File: config.mk
export PLATFORM = sky130hd
export DESIGN_NAME = lane_switch
export DESIGN_NICKNAME = d
export VERILOG_FILES = /design/src/common/router_beat_pkg.sv /design/src/common/router_ctrl_pkg.sv /design/src/design/lane_switch.sv
export SDC_FILE = /design/constraint.sdc
export NUM_CORES = 1
export LEC_CHECK = 0
export BUFFER_PORTS_ARGS = -buffer_cell sky130_fd_sc_hd__buf_2
export CAP_MARGIN = 10
export CORE_MARGIN = 3
export CORE_UTILIZATION = 30
export CTS_CLUSTER_DIAMETER = 150
export DETAILED_ROUTE_END_ITERATION = 12
export PLACE_DENSITY_LB_ADDON = 0.05
export SLEW_MARGIN = 40
export SYNTH_ARGS = -nofsm -noshare
export SYNTH_HDL_FRONTEND = slang
export SYNTH_SLANG_ARGS = --single-unit
File: constraint.sdc
create_clock -name clk -period 4.7 [get_ports clk]
set_input_delay 0.47 -clock clk [delete_from_list [all_inputs] [get_ports clk]]
set_output_delay 0.47 -clock clk [all_outputs]
set_load 0.02 [all_outputs]
File: src/common/router_beat_pkg.sv
package router_beat_pkg;

    // payload width of one beat
    localparam int data_w = 32;

    // one data beat as it moves from a source through a lane to a sink.
    // last marks the final beat of a packet and releases the lane
    typedef struct packed {
        logic              last;
        logic [data_w-1:0] data;
    } beat_t;

    // full width of a beat on the wires
    localparam int beat_w = $bits(beat_t);

endpackage

File: src/common/router_ctrl_pkg.sv
package router_ctrl_pkg;

    // index fields in a route are sized for up to 16 sources, sinks or lanes
    localparam int route_idx_w = 4;

    // arbiter FSM
    typedef enum logic {
        scan,    // looking for a requester and a free lane
        settle   // one dead cycle so mask and busy bits catch up
    } arb_state_t;

    // what the arbiter tells the switch this cycle
    typedef enum logic {
        route_idle,
        route_set
    } route_op_t;

    typedef struct packed {
        route_op_t              op;
        logic [route_idx_w-1:0] src;
        logic [route_idx_w-1:0] sink;
        logic [route_idx_w-1:0] lane;
    } route_t;

    // index width for a count of n, never below one bit
    function automatic int idx_w(int n);
        return (n > 1) ? $clog2(n) : 1;
    endfunction

endpackage

File: src/design/lane_switch.sv
module lane_switch #(
    parameter int  sources = 2,
    parameter int  sinks   = 2,
    parameter int  lanes   = 2,
    localparam int src_w   = router_ctrl_pkg::idx_w(sources),
    localparam int sink_w  = router_ctrl_pkg::idx_w(sinks),
    localparam int lane_w  = router_ctrl_pkg::idx_w(lanes)
) (
    input  logic                                  clk,
    input  logic                                  rst,
    input  router_ctrl_pkg::route_t               route,
    input  logic [sources-1:0]                    lane_in_valid,
    input  router_beat_pkg::beat_t [sources-1:0]  lane_in_beat,
    output logic [lanes-1:0]                      lane_in_ready,
    output logic [sinks-1:0]                      sink_valid,
    output router_beat_pkg::beat_t [sinks-1:0]    sink_beat,
    output logic [sinks-1:0][src_w-1:0]           sink_src,
    input  logic [sinks-1:0]                      sink_ready,
    output logic [lanes-1:0]                      lane_done,
    output logic [lanes-1:0][sink_w-1:0]          lane_done_sink
);

    logic [lanes-1:0]             route_valid;
    logic [lanes-1:0][src_w-1:0]  route_src;
    logic [lanes-1:0][sink_w-1:0] route_sink;
    logic                         set;
    logic [lane_w-1:0]            set_lane;

    assign set      = (route.op == router_ctrl_pkg::route_set);
    assign set_lane = lane_w'(route.lane);

    always_ff @(posedge clk) begin
        if (rst) begin
            route_valid <= '0;
        end else begin
            for (int l = 0; l < lanes; l++) begin
                if (lane_done[l]) route_valid[l] <= 1'b0;   // released with the last beat
            end
            if (set) route_valid[set_lane] <= 1'b1;
        end
    end

    always_ff @(posedge clk) begin
        if (set) begin
            route_src[set_lane]  <= src_w'(route.src);
            route_sink[set_lane] <= sink_w'(route.sink);
        end
    end

    // each routed lane connects one source straight through to one sink
    always_comb begin
        lane_in_ready = '0;
        lane_done     = '0;
        sink_valid    = '0;
        sink_beat     = '0;
        sink_src      = '0;
        for (int l = 0; l < lanes; l++) begin
            lane_done_sink[l] = route_sink[l];
            if (route_valid[l]) begin
                lane_in_ready[l]          = sink_ready[route_sink[l]];
                sink_valid[route_sink[l]] = lane_in_valid[route_src[l]];
                sink_beat[route_sink[l]]  = lane_in_beat[route_src[l]];
                sink_src[route_sink[l]]   = route_src[l];
                lane_done[l] = lane_in_valid[route_src[l]] && sink_ready[route_sink[l]]
                               && lane_in_beat[route_src[l]].last;
            end
        end
    end

    // arbiter must only hand out lanes it sees as free
    a_lane_free: assert property (@(posedge clk) disable iff (rst) set |-> !route_valid[set_lane])
        else $error("route set on a lane that is still in use");

endmodule

==> results.cfg <==
[cts]
cts_root_buf = clkbuf_8
cts_num_sinks = 6
ctsHoldBuffers = 0
htreeDepth = 1
cts_resized = 0
clk_latency_ns = 0.22
tritoncts = built
cts_buffers = 3
cts_buffer_depth = 2
cts.reportedPaths.clkPinSlew_ns = 0.04
post_cts_buffers = 0

[power_and_ir_drop]
vdd_drop_max_mv = 0.141
power_density_mw_per_mm2 = 185
total_power_uw = 348
p_leak_nw = 1.15

[critical_path]
cp-end-kind = output port
critical_path_class = reg -> out
cp_max_fo = 23
reg2reg_to = route_valid[1]
r2r_start = lane_done_sink[1]
cp_data_arrival_time_ns = 2.31
cp.required_ns = 4.23
cp-start-kind = register
ff2ff_setup_slack_ns = 3.51
ff2ff_path_depth = 2

[synth]
synth_nets = 205
synth_cell_type_count = 24
synth_seq_area_share = 0.146
ys_seq_elements = 6
syn_area_per_cell_sq_um = 9.15
synth_area_sq_mm = 0.00110
synth_cells = 120
ys_warn_count = 0

[global_routing]
grt_pass1_vias = 1435
grt_max_degree = 36
grt_overflow = 0
grt_pass1_wl_um = 6690
grtUsageTotal = 0.186
antenna_found_initial = 0

[floorplanning]
start_util = 0.319
core_area_sq_mm = 0.00344
placementRows = 21
ios = 161
die_w_um = 66.5
fp.dieArea_sq_mm = 0.00442
fp.dieH_um = 66.5

[layout]
syn2layout_area_growth_pct = 71.5
layout-drive-gt1-share = 0.650
layout.nets = 349
diodes = 0
layout_commonest_cell = buf_2
fillCellCount = 332
final_cell_mix = 151 x buf_2, 60 x a22o_1, 8 x a22o_2

[place]
dpl.hpwl_um = 3670
place.gp.congestion = 0.682
portBuffers = 151

[min_path]
hold_end = route_valid[1]
hold_depth = 2
min_path_type = in -> reg
worstHoldStart = rst

[detailed_routing]
drt-wirelength-per-cell_um = 15.3
drcViolationCount = 0
drtAntennaViolNets = 0
vias = 1649
drt-total-wl_um = 4720
drt_first_pass_iters = 4
drtIter0Drc = 91
vias_per_cell = 5.34

[sta]
hold_violations = 0
fin_skew_ns = 0.00320
rsz0062_at_grt = false
setup_viol = 0
fmax_mhz = 360
tightest_slew_ns = 0.722
period_share = 0.591
finalMaxSlewViolations = 0
whs_ns = 0.427
max-slew-margin-rel = 0.517
tns_ns = 0
period_needed_ns = 2.78

[run]
maxCapViolations = 0

[status]
outcome = complete, no violations
==> state kept, by name, indices dropped and copies added (netlist names) <==
register	flops
lane_done_sink	2
route_src	2
route_valid	2
==> stage by stage <==
stage | setup slack, ns | util | std cells | cell area [sq um]
2_1_floorplan | 2.56 | - | 120 | 1100
3_3_place_gp | 2.10 | 0.534 | 305 | 1840
3_5_place_dp | 2.12 | 0.534 | 305 | 1840
4_1_cts | 1.88 | 0.547 | 309 | 1880
5_1_grt | 1.76 | 0.547 | 309 | 1880
6_report | 1.92 | 0.547 | 309 | 1880
==> per-layer routing <==
metal	up-vias	wire length, um	track usage
met5	-	0	0
met4	0	57	0.0355
met3	7	425	0.0287
met2	94	2320	0.335
met1	750	1920	0.232
li1	798	-	-
==> final cells by class <==
class	count	area, sq um	area share
Tap cell	46	57.6	0.0305
Sequential cell	6	160	0.0850
Timing Repair Buffer	153	771	0.409
Multi-Input combinational cell	96	836	0.444
Clock buffer	4	45.0	0.0239
Inverter	4	15.0	0.00797
==> where the power goes <==
group	leakage (nW)	internal (mW)	switching (mW)	total, mW
combinational	1.07	0.0837	0.117	0.201
clock	0.0228	0.0584	0.0226	0.0810
sequential	0.0541	0.0607	0.00560	0.0663
==> worst max-delay path, stage by stage, from the launching register on <==
cell and delay, ns:
edfxtp_1 0.49, and2_1 0.24, o41ai_4 0.60, buf_4 0.39
a22o_1 0.18, buf_2 0.16
==> cells by family after synthesis <==
logic type	count (synthesis)	synth area share
compound gates	76	0.646
buf+inv	18	0.0934
flops	6	0.146
mux	2	0.0205
simple gates	18	0.0945
==> worst max-delay path by stage <==
| stage | start | end | slack, ns | cells after the start |
|---|---|---|---|---|
| 2_1_floorplan | lane_done_sink[1] | sink_beat[59] | 2.56 | 4 |
| 3_3_place_gp | lane_done_sink[1] | sink_beat[43] | 2.10 | 5 |
| 3_5_place_dp | lane_done_sink[1] | sink_beat[56] | 2.12 | 5 |
| 4_1_cts | lane_done_sink[1] | sink_beat[56] | 1.88 | 5 |
| 5_1_grt | lane_done_sink[1] | sink_beat[43] | 1.76 | 5 |
| 6_report | lane_done_sink[1] | sink_beat[43] | 1.92 | 5 |
==> synthesized netlist by cell type <==
cell / number / area, sq um
buf_2: 10 / 50.1
mux2_2: 2 / 22.5
a311oi_1: 1 / 8.76
a22o_1: 60 / 526
inv_1: 3 / 11.3
o41ai_4: 2 / 55.1
dfxtp_1: 2 / 40.0
inv_2: 1 / 3.75
nand3_1: 3 / 15.0
nor2b_1: 2 / 12.5
a41o_2: 2 / 22.5
nand2_1: 2 / 7.51
nor3b_1: 1 / 7.51
edfxtp_1: 4 / 120
clkbuf_1: 1 / 3.75
nand3b_1: 1 / 7.51
and2_1: 5 / 31.3
and3b_1: 1 / 8.76
nand2b_1: 1 / 6.26
a211oi_1: 1 / 7.51
buf_6: 3 / 33.8
nor2_1: 2 / 7.51
a22o_2: 8 / 80.1
o21ai_0: 2 / 10.0
(Power assumes the default switching activity.)
