**src/common/router_beat_pkg.sv**
```systemverilog
package router_beat_pkg;

    // payload width of one beat
    localparam int data_w = 32;

    // one data beat as it moves from a source through a lane to a sink.
    // last marks the final beat of a packet and releases the lane
    typedef struct packed {
        logic              last;
        logic [data_w-1:0] data;
    } beat_t;

    // full width of a beat on the wires
    localparam int beat_w = $bits(beat_t);

endpackage

```
**src/common/router_ctrl_pkg.sv**
```systemverilog
package router_ctrl_pkg;

    // index fields in a route are sized for up to 16 sources, sinks or lanes
    localparam int route_idx_w = 4;

    // arbiter FSM
    typedef enum logic {
        scan,    // looking for a requester and a free lane
        settle   // one dead cycle so mask and busy bits catch up
    } arb_state_t;

    // what the arbiter tells the switch this cycle
    typedef enum logic {
        route_idle,
        route_set
    } route_op_t;

    typedef struct packed {
        route_op_t              op;
        logic [route_idx_w-1:0] src;
        logic [route_idx_w-1:0] sink;
        logic [route_idx_w-1:0] lane;
    } route_t;

    // index width for a count of n, never below one bit
    function automatic int idx_w(int n);
        return (n > 1) ? $clog2(n) : 1;
    endfunction

endpackage

```
**src/channel_source/channel_source.sv**
```systemverilog
module channel_source #(
    parameter int   sinks  = 2,
    parameter int   lanes  = 2,
    parameter int   mot    = 4,
    parameter int   buffer = 1,
    localparam int  sink_w = router_ctrl_pkg::idx_w(sinks),
    localparam int  lane_w = router_ctrl_pkg::idx_w(lanes)
) (
    input  logic                  clk,
    input  logic                  rst,

    output logic                  cmd_full,
    input  logic                  cmd_push,
    input  logic [sink_w-1:0]     cmd_sink,

    output logic                  source_ready,
    input  logic                  source_valid,
    input  router_beat_pkg::beat_t source_beat,

    input  logic [sinks-1:0]      sink_source,

    output logic                  arb_req,
    output logic [sink_w-1:0]     arb_req_sink,
    input  logic                  arb_grant,
    input  logic [lane_w-1:0]     arb_grant_lane,

    input  logic [lanes-1:0]      lane_in_ready,
    output logic                  lane_in_valid,
    output router_beat_pkg::beat_t lane_in_beat
);

    logic              cmd_empty;
    logic              buf_ready;   // lane side may take a beat
    logic              grant;
    logic              grant_mask;  // doubles as the delayed FIFO pop
    logic              grant_clear;
    logic [lane_w-1:0] lane;

    // destination of the next packet, popped the cycle after its grant
    cmd_fifo #(
        .width (sink_w),
        .depth (mot)
    ) u_cmd_fifo (
        .clk         (clk),
        .rst         (rst),
        .push        (cmd_push),
        .push_data   (cmd_sink),
        .almost_full (cmd_full),
        .pop         (grant_mask),
        .pop_data    (arb_req_sink),
        .empty       (cmd_empty)
    );

    if (buffer > 0) begin : g_buffer
        router_beat_pkg::beat_t [1:0] buf_mem;
        logic [1:0] buf_cnt;
        logic [1:0] cnt_next;
        logic       in_ready;
        logic       push;
        logic       pop;
        logic       wr_slot;

        assign push    = source_valid && in_ready;
        assign pop     = buf_ready && (buf_cnt != 2'd0);
        assign wr_slot = (buf_cnt == 2'd2) || (buf_cnt == 2'd1 && !pop);

        always_comb begin
            case ({push, pop})
                2'b10:   cnt_next = buf_cnt + 2'd1;
                2'b01:   cnt_next = buf_cnt - 2'd1;
                default: cnt_next = buf_cnt;
            endcase
        end

        always_ff @(posedge clk) begin
            if (rst) begin
                buf_cnt  <= 2'd0;
                in_ready <= 1'b0;
            end else begin
                buf_cnt  <= cnt_next;
                in_ready <= (cnt_next != 2'd2);   // registered, so no comb path to the lane
            end
        end

        always_ff @(posedge clk) begin
            if (pop) buf_mem[0] <= buf_mem[1];   // shift head out
            if (push) buf_mem[wr_slot] <= source_beat;
        end

        assign source_ready  = in_ready;
        assign lane_in_valid = (buf_cnt != 2'd0);
        assign lane_in_beat  = buf_mem[0];
    end else begin : g_no_buffer
        assign source_ready  = buf_ready;
        assign lane_in_valid = source_valid;
        assign lane_in_beat  = source_beat;
    end

    assign buf_ready   = grant && lane_in_ready[lane];
    assign grant_clear = buf_ready && lane_in_valid && lane_in_beat.last;

    always_ff @(posedge clk) begin
        if (rst) begin
            grant      <= 1'b0;
            grant_mask <= 1'b0;
        end else begin
            grant_mask <= arb_grant;
            if (grant_clear) grant <= 1'b0;   // packet done
            if (arb_grant) grant <= 1'b1;     // a new grant wins over the clear
        end
    end

    always_ff @(posedge clk) begin
        if (arb_grant) begin
            lane <= arb_grant_lane;
        end
    end

    // data on hand, free or finishing, no grant in flight, a command queued,
    // and the destination sink not held by anyone
    assign arb_req = lane_in_valid && (!grant || grant_clear) && !grant_mask
                     && !cmd_empty && sink_source[arb_req_sink];

    a_grant_overlap: assert property (@(posedge clk) disable iff (rst)
        arb_grant |-> (!grant || grant_clear))
        else $error("grant while a transfer is still active");

endmodule

```
**src/channel_source/cmd_fifo.sv**
```systemverilog
module cmd_fifo #(
    parameter int width = 4,
    parameter int depth = 4
) (
    input  logic             clk,
    input  logic             rst,
    input  logic             push,
    input  logic [width-1:0] push_data,
    output logic             almost_full,
    input  logic             pop,
    output logic [width-1:0] pop_data,
    output logic             empty
);

    localparam int ptr_w = (depth > 1) ? $clog2(depth) : 1;
    localparam int cnt_w = $clog2(depth + 1);

    logic [width-1:0] mem [depth];
    logic [ptr_w-1:0] wr_ptr;
    logic [ptr_w-1:0] rd_ptr;
    logic [cnt_w-1:0] count;

    // wrap at depth, which need not be a power of two
    function automatic logic [ptr_w-1:0] ptr_inc(logic [ptr_w-1:0] p);
        return (p == ptr_w'(depth - 1)) ? '0 : p + 1'b1;
    endfunction

    always_ff @(posedge clk) begin
        if (rst) begin
            wr_ptr <= '0;
            rd_ptr <= '0;
            count  <= '0;
        end else begin
            if (push) wr_ptr <= ptr_inc(wr_ptr);
            if (pop) rd_ptr <= ptr_inc(rd_ptr);
            case ({push, pop})
                2'b10:   count <= count + 1'b1;
                2'b01:   count <= count - 1'b1;
                default: count <= count;
            endcase
        end
    end

    always_ff @(posedge clk) begin
        if (push) begin
            mem[wr_ptr] <= push_data;
        end
    end

    assign pop_data    = mem[rd_ptr];
    assign empty       = (count == '0);
    assign almost_full = (count >= cnt_w'(depth - 1)); // one early, push is taken unchecked

    // the source pops one cycle after its grant, so an entry must still be there
    a_no_pop_empty: assert property (@(posedge clk) disable iff (rst) pop |-> !empty)
        else $error("command FIFO popped while empty");

endmodule

```
**config.mk**
```make
export PLATFORM = sky130hd
export DESIGN_NAME = channel_source
export DESIGN_NICKNAME = d
export VERILOG_FILES = /design/src/common/router_beat_pkg.sv /design/src/common/router_ctrl_pkg.sv /design/src/channel_source/channel_source.sv /design/src/channel_source/cmd_fifo.sv
export SDC_FILE = /design/constraint.sdc
export NUM_CORES = 1
export LEC_CHECK = 0
export BUFFER_PORTS_ARGS = -buffer_cell sky130_fd_sc_hd__buf_2
export CORE_AREA = 2 2 108 79
export DETAILED_ROUTE_END_ITERATION = 6
export DIE_AREA = 0 0 110 81
export GPL_ROUTABILITY_DRIVEN = 1
export PLACE_DENSITY_LB_ADDON = 0.05
export SYNTH_ARGS = -nofsm -noshare
export SYNTH_HDL_FRONTEND = slang
export SYNTH_HIERARCHICAL = 1
export SYNTH_SLANG_ARGS = --single-unit
```
**constraint.sdc**
```tcl
create_clock -name clk -period 3.16 [get_ports clk]
set_clock_uncertainty 0.05 [all_clocks]
set_input_delay 0.158 -clock clk [delete_from_list [all_inputs] [get_ports clk]]
set_output_delay 0.158 -clock clk [all_outputs]
set_load 0.05 [all_outputs]
```
==> results of run 1 <==
==> cell type report <==
type,instances,area share (%)
flip-flops and latches,85,45.5
clock inverters,5,1.67
inverters,13,1.12
multi-input cells,125,28.9
repair buffers,120,17.2
clock buffers,10,2.79
well taps,105,2.87
==> layer usage <==
layer / up-vias / track usage [%]
li1: 1072 / -
met1: 955 / 19.8
met2: 54 / 21.0
met3: 6 / 5.86
met4: 0 / 3.80
met5: - / 0
==> layout by cell type (no fill, tap or decap), types with 4 or more instances in the layout <==
| cell type | count |
|---|---|
| a21oi_1 | 7 |
| and2_1 | 4 |
| buf_2 | 81 |
| clkbuf_8 | 9 |
| dfxtp_1 | 47 |
| dlygate4sd3_1 | 36 |
| edfxtp_1 | 38 |
| ha_1 | 11 |
| inv_1 | 12 |
| mux2_1 | 4 |
| mux2_2 | 34 |
| mux2_4 | 30 |
| mux2i_1 | 4 |
| nor2_1 | 11 |
==> registers in the layout, summed over array words and instances, names as in the netlist, named ones only <==
name               flops
lane                   1
u_cmd_fifo/count       3
source_ready           1
g_buffer.buf_mem      33
g_buffer.buf_cnt       2
grant_mask             1
u_cmd_fifo/rd_ptr      2
grant                  1
u_cmd_fifo/mem         4
lane_in_beat          33
u_cmd_fifo/wr_ptr      2
==> where the power goes <==
part	internal (uW)	switching [uW]
Sequential	1250	50.1
Combinational	284	422
Clock	437	363
==> cell families (layout without fill, tap and decap cells) <==
logic type               after synthesis  in the layout  synth area share, %
flip-flops                            85             85                 55.5
AND/OR/NAND/NOR                       26             26                 3.47
adder cells (fa/ha/maj)               12             12                 4.20
multiplexers                          73             73                 25.1
buffers and inverters                 53            148                 9.57
XOR/XNOR                               2              2                0.467
AO/OA/AOI/OAI                         12             12                 1.77
==> path summary, 6_finish.rpt <==
| check | from | endpoint | slack, ns | cells past startpoint |
|---|---|---|---|---|
| max | lane$_DFFE_PP_ | g_buffer.buf_mem[55]$_DFFE_PP_ | 0.58 | 7 |
| min | rst | grant_mask$_SDFF_PP0_ | 0.07 | 2 |
| max reg2reg | lane$_DFFE_PP_ | g_buffer.buf_mem[55]$_DFFE_PP_ | 0.58 | 7 |
| min reg2reg | u_cmd_fifo/count[2]$_SDFFE_PP0P_ | u_cmd_fifo/count[2]$_SDFFE_PP0P_ | 0.48 | 2 |
==> per-stage QoR <==
step | setup slack (ns) | power (uW) | cell area, um2 | hold slack, ns | cells
2_1_floorplan | 0.437 | 1960 | 3760 | 0.175 | 263
3_3_place_gp | 0.586 | 2000 | 4010 | 0.290 | 412
3_5_place_dp | 0.544 | 2000 | 4010 | 0.292 | 412
4_1_cts | 0.532 | 2840 | 4580 | 0.0701 | 463
5_1_grt | 0.406 | 2930 | 4580 | 0.0952 | 463
6_report | 0.581 | 2800 | 4580 | 0.0742 | 463
==> flow_metrics.env, run 1 <==
export IMPL_min_period_ns=2.58
export IMPL_rsz0062_at_grt="false"
export IMPL_wl_met3_um=382
export IMPL_gp_congestion=0.704
export IMPL_cts_repair_resized=0
export IMPL_synth_distinct_cells=28
export IMPL_dpl_hpwl_um=4010
export IMPL_synth_commonest_cells="dfxtp_1, edfxtp_1, mux2_2"
export IMPL_postCtsHoldBufs=36
export IMPL_drv_cap=0
export IMPL_finalCritPeriodShare_pct=81.6
export IMPL_drc_errors=0
export IMPL_avgSynthCellArea_um2=14.3
export IMPL_top_layer="met4"
export IMPL_drive_above_1_share_pct=46.4
export IMPL_cp_data_arrival_time_ns=2.57
export IMPL_synth_edf_count=38
export IMPL_max_slew_margin_rel_pct=27.3
export IMPL_fill_cells=680
export IMPL_root_buffer="clkbuf_8"
export IMPL_netlist_top_cells_area="edfxtp_1, dfxtp_1, mux2_4"
export IMPL_core_area_um2=8020
export IMPL_start_util_pct=46.8
export IMPL_worstPathCellList="mux2_1 -> and3_4 -> inv_4 -> buf_4 -> a21oi_1 -> nor2_4 -> buf_4"
export IMPL_finalSetupTns_ns=0
export IMPL_routedLengthMet1_um=3060
export IMPL_grt_pass1_vias=2018
export IMPL_clk_path_buf_depth=2
export IMPL_clk_pin_slew_ns=0.08
export IMPL_critPathKind="reg -> reg"
export IMPL_ant_nets=0
export IMPL_ir_drop_uv=286
export IMPL_cts_sinks=85
export IMPL_postCtsSetupRepairBufs=0
export IMPL_yosys_area_top_type="edfxtp_1"
export IMPL_worstPathRequired_ns=3.15
export IMPL_multi_input_area_um2=1320
export IMPL_leakage_uw=0.00200
export IMPL_dieArea_um2=8910
export IMPL_power_density_nw_per_um2=612
export IMPL_firstDrtPassIters=4
export IMPL_max_freq_ghz=0.388
export IMPL_slowest_stage="buf_4"
export IMPL_wl_per_cell_um=13.1
export IMPL_avgViaCountPerCell=4.51
export IMPL_crit_path_max_fanout=28
export IMPL_setup_viol=0
export IMPL_dr_wl_met2_um=2550
export IMPL_antenna_found_initial=0
export IMPL_register_area_um2=2080
export IMPL_grt_max_degree=34
export IMPL_numCtsBuffers=9
export IMPL_hp_class="in -> reg"
export IMPL_num_rows=28
export IMPL_cts_tree="built"
export IMPL_port_buffers=81
export IMPL_end_kind="flop"
export IMPL_via_count=2087
export IMPL_worst_path_most_repeated_cell="buf_4"
export IMPL_die_h_um=81
export IMPL_grt_pass1_wl_um=9630
export IMPL_worst_path_buf_inv=3
export IMPL_tightest_slew_ns=1.09
export IMPL_io_pins=82
export IMPL_syn_inst=263
export IMPL_drtIter0Drc=65
export IMPL_ys_flop_type="dfxtp_1"
export IMPL_insertedDiodeCount=0
export IMPL_die_w_um=110
export IMPL_path_delay_family="buffers and inverters"
export IMPL_h_tree_depth=3
export IMPL_worstSetupStartpointType="flop"
export IMPL_post_route_util_pct=57.1
export IMPL_synth_most_common_cell="dfxtp_1"
export IMPL_nNetsFinal=410
export IMPL_clk_latency_ns=0.35
export IMPL_ys_seq_area_share_pct=55.5
export IMPL_final_max_slew_viol_count=0
export IMPL_area_growth_syn_to_layout_pct=22.0
export IMPL_cpPeakStageDelay_ns=0.38
export IMPL_synth_top_area_share_pct=30.4
export IMPL_hold_violations=0
export IMPL_ys_ff_latch=85
export IMPL_drt_total_wl_um=6050
export IMPL_status="finished, final reports clean"
export IMPL_yosys_warnings=6
export IMPL_grt_ovfl_total=0
export IMPL_grt_total_usage_pct=14.4
export IMPL_syn_nets=319
export IMPL_synth_async_sr_flop_share_pct=0
export IMPL_synthesis_area_um2=3750
No activity file was read; power rests on OpenSTA's default activity.
==> inputs of run 2 (changes only) <==
CORE_AREA = 2 2 103 75   (was 2 2 108 79)
DIE_AREA = 0 0 105 77   (was 0 0 110 81)
clock period = 2.4 ns   (was 3.16 ns; I/O delays follow)
==> run 2 against run 1 <==
  * Sequential cell count unchanged
  * Clock power rose by 51%
  * Routed wire length is 1.4% higher
  * Setup slack got worse by 0.38 ns
  * Total power up 37%
  * Global-route usage is 2.3 points higher
  * Die area decreased by 9.3%
  * First-iteration DRC count shrank 7.7%
  * Combinational power is 32% higher
==> flow_metrics.env, run 2 (synthesis results as in run 1) <==
export IMPL_die_w_um=105
export IMPL_status="finished, final reports clean"
export IMPL_firstDrtPassIters=4
export IMPL_num_rows=26
export IMPL_die_h_um=77
export IMPL_clk_latency_ns=0.35
export IMPL_layout_commonest_cell="buf_2"
export IMPL_core_area_um2=7090
export IMPL_hp_class="in -> reg"
export IMPL_cp_data_arrival_time_ns=2.03
export IMPL_root_buffer="clkbuf_8"
export IMPL_grt_ovfl_total=0
export IMPL_numCtsBuffers=9
export IMPL_antenna_found_initial=0
export IMPL_grt_pass1_wl_um=10500
export IMPL_avgViaCountPerCell=4.64
export IMPL_clk_pin_slew_ns=0.08
export IMPL_drv_cap=0
export IMPL_rsz0062_at_grt="false"
export IMPL_insertedDiodeCount=0
export IMPL_finalSetupTns_ns=0
export IMPL_worstSetupStartpointType="flop"
export IMPL_min_period_ns=2.20
export IMPL_clk_path_buf_depth=2
export IMPL_hold_start="rst"
export IMPL_total_power_uw=3850
export IMPL_cts_tree="built"
export IMPL_critPathKind="reg -> out"
export IMPL_leakage_uw=0.00203
export IMPL_drc_errors=0
export IMPL_holdWs_ns=0.0413
export IMPL_grt_pass1_vias=2216
export IMPL_grt_max_degree=22
export IMPL_h_tree_depth=3
export IMPL_final_max_slew_viol_count=0
export IMPL_area_growth_syn_to_layout_pct=23.5
export IMPL_worstPathRequired_ns=2.23
export IMPL_drtIter0Drc=60
export IMPL_ant_nets=0
export IMPL_crit_path_max_fanout=14
export IMPL_io_pins=82
export IMPL_worst_slack_ns=0.198
export IMPL_dpl_hpwl_um=4080
export IMPL_gp_congestion=0.755
export IMPL_place_ws_ns=0.243
export IMPL_startpoint="g_buffer.buf_cnt[0]$_SDFF_PP0_"
export IMPL_finalCritPeriodShare_pct=91.7
export IMPL_setup_viol=0
export IMPL_power_density_nw_per_um2=830
export IMPL_end_kind="output pin"
export IMPL_drive_above_1_share_pct=47.2
export IMPL_max_freq_ghz=0.454
export IMPL_wl_per_cell_um=13.3
export IMPL_via_count=2136
export IMPL_drt_total_wl_um=6130
export IMPL_port_buffers=81
export IMPL_r2r_slack_ns=0.26
export IMPL_postCtsSetupRepairBufs=0
export IMPL_mostFrequentLayoutCells="buf_2, dfxtp_1, edfxtp_1, dlygate4sd3_1, mux2_2"
export IMPL_dieArea_um2=8090
export IMPL_max_slew_margin_rel_pct=73.8
export IMPL_tightest_slew_ns=0.393
export IMPL_grt_total_usage_pct=16.7
export IMPL_ir_drop_uv=431
export IMPL_r2r_start="lane$_DFFE_PP_"
export IMPL_hold_violations=0
export IMPL_nNetsFinal=413
export IMPL_cts_sinks=85
export IMPL_post_route_util_pct=65.4
export IMPL_start_util_pct=52.9
[run 2: cell count changes in the layout (fill, tap and decap cells not counted), sizes merged]
cell / before / now
clkinv: 2 / 0
buf: 84 / 87
bufinv: 2 / 3
clkbuf: 10 / 11
inv: 13 / 14
[run 2: worst paths after layout]
| check | endpoint | cells after the start |
|---|---|---|
| max | arb_req | 8 |
| min reg2reg | u_cmd_fifo/count[2]$_SDFFE_PP0P_ | 2 |
| max reg2reg | lane_in_beat[7]$_DFF_P_ | 6 |
| min | grant_mask$_SDFF_PP0_ | 2 |
[run 2: area by class of cell]
cell class	count	area, um2
well taps	98	123
repair buffers	123	811
flip-flops and latches	85	2080
fillers	571	2460
multi-input cells	125	1320
clock inverters	5	106
clock buffers	11	141
inverters	13	51.3
[run 2: timing repair]
action,in CTS,in global routing
hold buffers,36,0
gates resized for setup,0,0
hold endpoints to repair,74,0
[run 2: worst max-delay path: stages (launching register included)]
cell and delay [ns]:
dfxtp_1 0.37, inv_1 0.08, ha_1 0.21, inv_1 0.07, and3_4 0.21, inv_4 0.09, o21ai_0 0.21, and3_1 0.18
buf_2 0.26
[run 2: metal layers]
metal	track usage, %	wire, um
met5	0	0
met4	6.40	74
met3	6.38	423
met2	26.6	2730
met1	20.7	2910
[run 2: power by group]
group	internal (uW)	switching (uW)	total (uW)	leakage, uW
combinational	374	560	935	0.00118
clock	724	486	1210	0.000120
sequential	1640	65.5	1710	0.000737
[run 2: per-stage QoR]
stage | std cells | instance area (um2)
after global placement | 408 | 4030
final | 460 | 4640
after detailed placement | 408 | 4030
after global routing | 460 | 4640
after CTS | 460 | 4640
after floorplan | 263 | 3760
==> inputs of run 3 (changes only) <==
CORE_AREA = 2 2 101 74   (was 2 2 103 75)
CTS_BUF_LIST = sky130_fd_sc_hd__clkbuf_2   (was unset)
DIE_AREA = 0 0 103 76   (was 0 0 105 77)
==> run 3 against run 2 <==
  * Clock power shrank 37%
  * Register-to-register slack lost 0.06 ns
  * First-iteration DRC count shrank 28%
  * Sequential cell count is the same
  * Global-route usage is essentially flat
  * Hold slack gained 0.055 ns
  * Core utilization grew 0.61 points
  * Die area shrank 3.2%
  * Combinational power grew 1%
  * Critical endpoint unchanged
  * Largest cell class unchanged
==> flow_metrics.env, run 3 (synthesis results as in run 1) <==
export IMPL_power_frac_seq_pct=50.0
export IMPL_die_h_um=76
export IMPL_h_tree_depth=3
export IMPL_firstDrtPassIters=4
export IMPL_post_route_util_pct=66.0
export IMPL_worstSetupStartpointType="flop"
export IMPL_drt_total_wl_um=6220
export IMPL_hold_start="source_valid"
export IMPL_num_rows=26
export IMPL_status="finished, final reports clean"
export IMPL_grt_pass1_vias=2135
export IMPL_hold_violations=0
export IMPL_clk_path_buf_depth=2
export IMPL_crit_path_end="arb_req"
export IMPL_setup_viol=0
export IMPL_placed_cell_area_um2=4080
export IMPL_avgViaCountPerCell=4.65
export IMPL_worstPathRequired_ns=2.23
export IMPL_cts_tree="built"
export IMPL_clk_pin_slew_ns=0.24
export IMPL_layout_commonest_cell="buf_2"
export IMPL_root_buffer="clkbuf_2"
export IMPL_cp_data_arrival_time_ns=2.06
export IMPL_rsz0062_at_grt="false"
export IMPL_p_int_uw=2280
export IMPL_ir_drop_uv=434
export IMPL_min_period_ns=2.23
export IMPL_finalCritPeriodShare_pct=92.8
export IMPL_finalSetupTns_ns=0
export IMPL_r2r_slack_ns=0.20
export IMPL_dpl_hpwl_um=4330
export IMPL_die_w_um=103
export IMPL_mostFrequentLayoutCells="buf_2, dfxtp_1, edfxtp_1, dlygate4sd3_1, mux2_2"
export IMPL_numCtsBuffers=9
export IMPL_critPathKind="reg -> out"
export IMPL_io_pins=82
export IMPL_leakage_uw=0.00201
export IMPL_grt_max_degree=27
export IMPL_hp_class="in -> reg"
export IMPL_drv_cap=0
export IMPL_via_count=2143
export IMPL_startpoint="g_buffer.buf_cnt[0]$_SDFF_PP0_"
export IMPL_core_area_um2=6960
export IMPL_combPwrFrac_pct=27.7
export IMPL_tightest_slew_ns=0.285
export IMPL_area_growth_syn_to_layout_pct=22.4
export IMPL_p_switching_uw=1140
export IMPL_r2r_start="g_buffer.buf_cnt[0]$_SDFF_PP0_"
export IMPL_gp_congestion=0.805
export IMPL_drive_above_1_share_pct=47.9
export IMPL_cts_sinks=85
export IMPL_grt_total_usage_pct=16.8
export IMPL_start_util_pct=53.9
export IMPL_drc_errors=0
export IMPL_fill_cells=553
export IMPL_antenna_found_initial=0
export IMPL_nNetsFinal=414
export IMPL_wl_per_cell_um=13.5
export IMPL_max_slew_margin_rel_pct=80.8
export IMPL_clkPwrFrac_pct=22.3
export IMPL_p_sw_share_pct=33.3
export IMPL_max_freq_ghz=0.449
export IMPL_final_max_slew_viol_count=0
export IMPL_insertedDiodeCount=0
export IMPL_grt_ovfl_total=0
export IMPL_end_kind="output pin"
export IMPL_fin_area_um2=4590
export IMPL_drtIter0Drc=43
export IMPL_grt_pass1_wl_um=10100
export IMPL_port_buffers=81
export IMPL_worstReg2RegEnd="lane_in_beat[15]$_DFF_P_"
export IMPL_dieArea_um2=7830
export IMPL_crit_path_max_fanout=26
export IMPL_ant_nets=0
export IMPL_clk_latency_ns=0.52
export IMPL_rr_worst_depth=8
export IMPL_power_density_nw_per_um2=744
[run 3: how the worst min path moves through the flow]
stage | to | slack (ns) | cells after the start
final | g_buffer.buf_mem[43]$_DFFE_PP_ | 0.1 | 3
after global routing | g_buffer.buf_mem[43]$_DFFE_PP_ | 0.06 | 3
after CTS | g_buffer.buf_mem[43]$_DFFE_PP_ | 0.04 | 3
after detailed placement | g_buffer.buf_mem[49]$_DFFE_PP_ | 0.26 | 1
after global placement | g_buffer.buf_mem[48]$_DFFE_PP_ | 0.26 | 1
after floorplan | grant_mask$_SDFF_PP0_ | 0.14 | 1
[run 3: power by group through the flow]
| stage | logic, uW | registers, uW | clock network [uW] |
|---|---|---|---|
| after floorplan | 854 | 1720 | 0 |
| after global placement | 893 | 1740 | 0 |
| after detailed placement | 903 | 1740 | 0 |
| after CTS | 951 | 1710 | 792 |
| after global routing | 1000 | 1730 | 853 |
| final | 946 | 1710 | 764 |
[run 3: worst max-delay path, stage by stage (launching register included)]
cell,delay (ns)
dfxtp_2,0.40
inv_1,0.06
ha_1,0.20
inv_1,0.07
and3_4,0.23
inv_8,0.09
o21ai_2,0.14
and3_1,0.19
buf_6,0.16
[run 3: what timing repair did]
item                                    in CTS  in global routing
hold buffers                                38                  0
pin swaps                                    0                  0
setup buffers                                0                  0
endpoints found under the hold margin       90                  0
resized for setup                            4                  4
endpoints found under the setup margin       1                  1
[run 3: through the flow]
step	worst slack [ns]	hold slack [ns]	cells	power [uW]
5_1_grt	0.0243	0.0581	461	3580
4_1_cts	0.0233	0.0373	461	3450
2_1_floorplan	0.0198	0.137	263	2580
3_5_place_dp	0.199	0.260	408	2640
6_report	0.173	0.0961	461	3420
3_3_place_gp	0.246	0.259	408	2630
[run 3: cell type report]
class | count | area [um2] | share of cell area (%)
flip-flops and latches | 85 | 2080 | 45.4
clock buffers | 9 | 45.0 | 0.981
inverters | 13 | 56.3 | 1.23
multi-input cells | 125 | 1330 | 28.8
well taps | 98 | 123 | 2.67
repair buffers | 124 | 880 | 19.2
clock inverters | 7 | 80.1 | 1.74
[run 3: layer usage]
| layer | share of wire, % | track usage [%] | routed length (um) | vias up |
|---|---|---|---|---|
| met2 | 44 | 26.0 | 2760 | 59 |
| met5 | 0 | 0 | 0 | - |
| li1 | - | - | - | 1080 |
| met1 | 49 | 22.2 | 3040 | 998 |
| met3 | 5.8 | 6.61 | 361 | 6 |
| met4 | 0.88 | 3.95 | 55 | 0 |
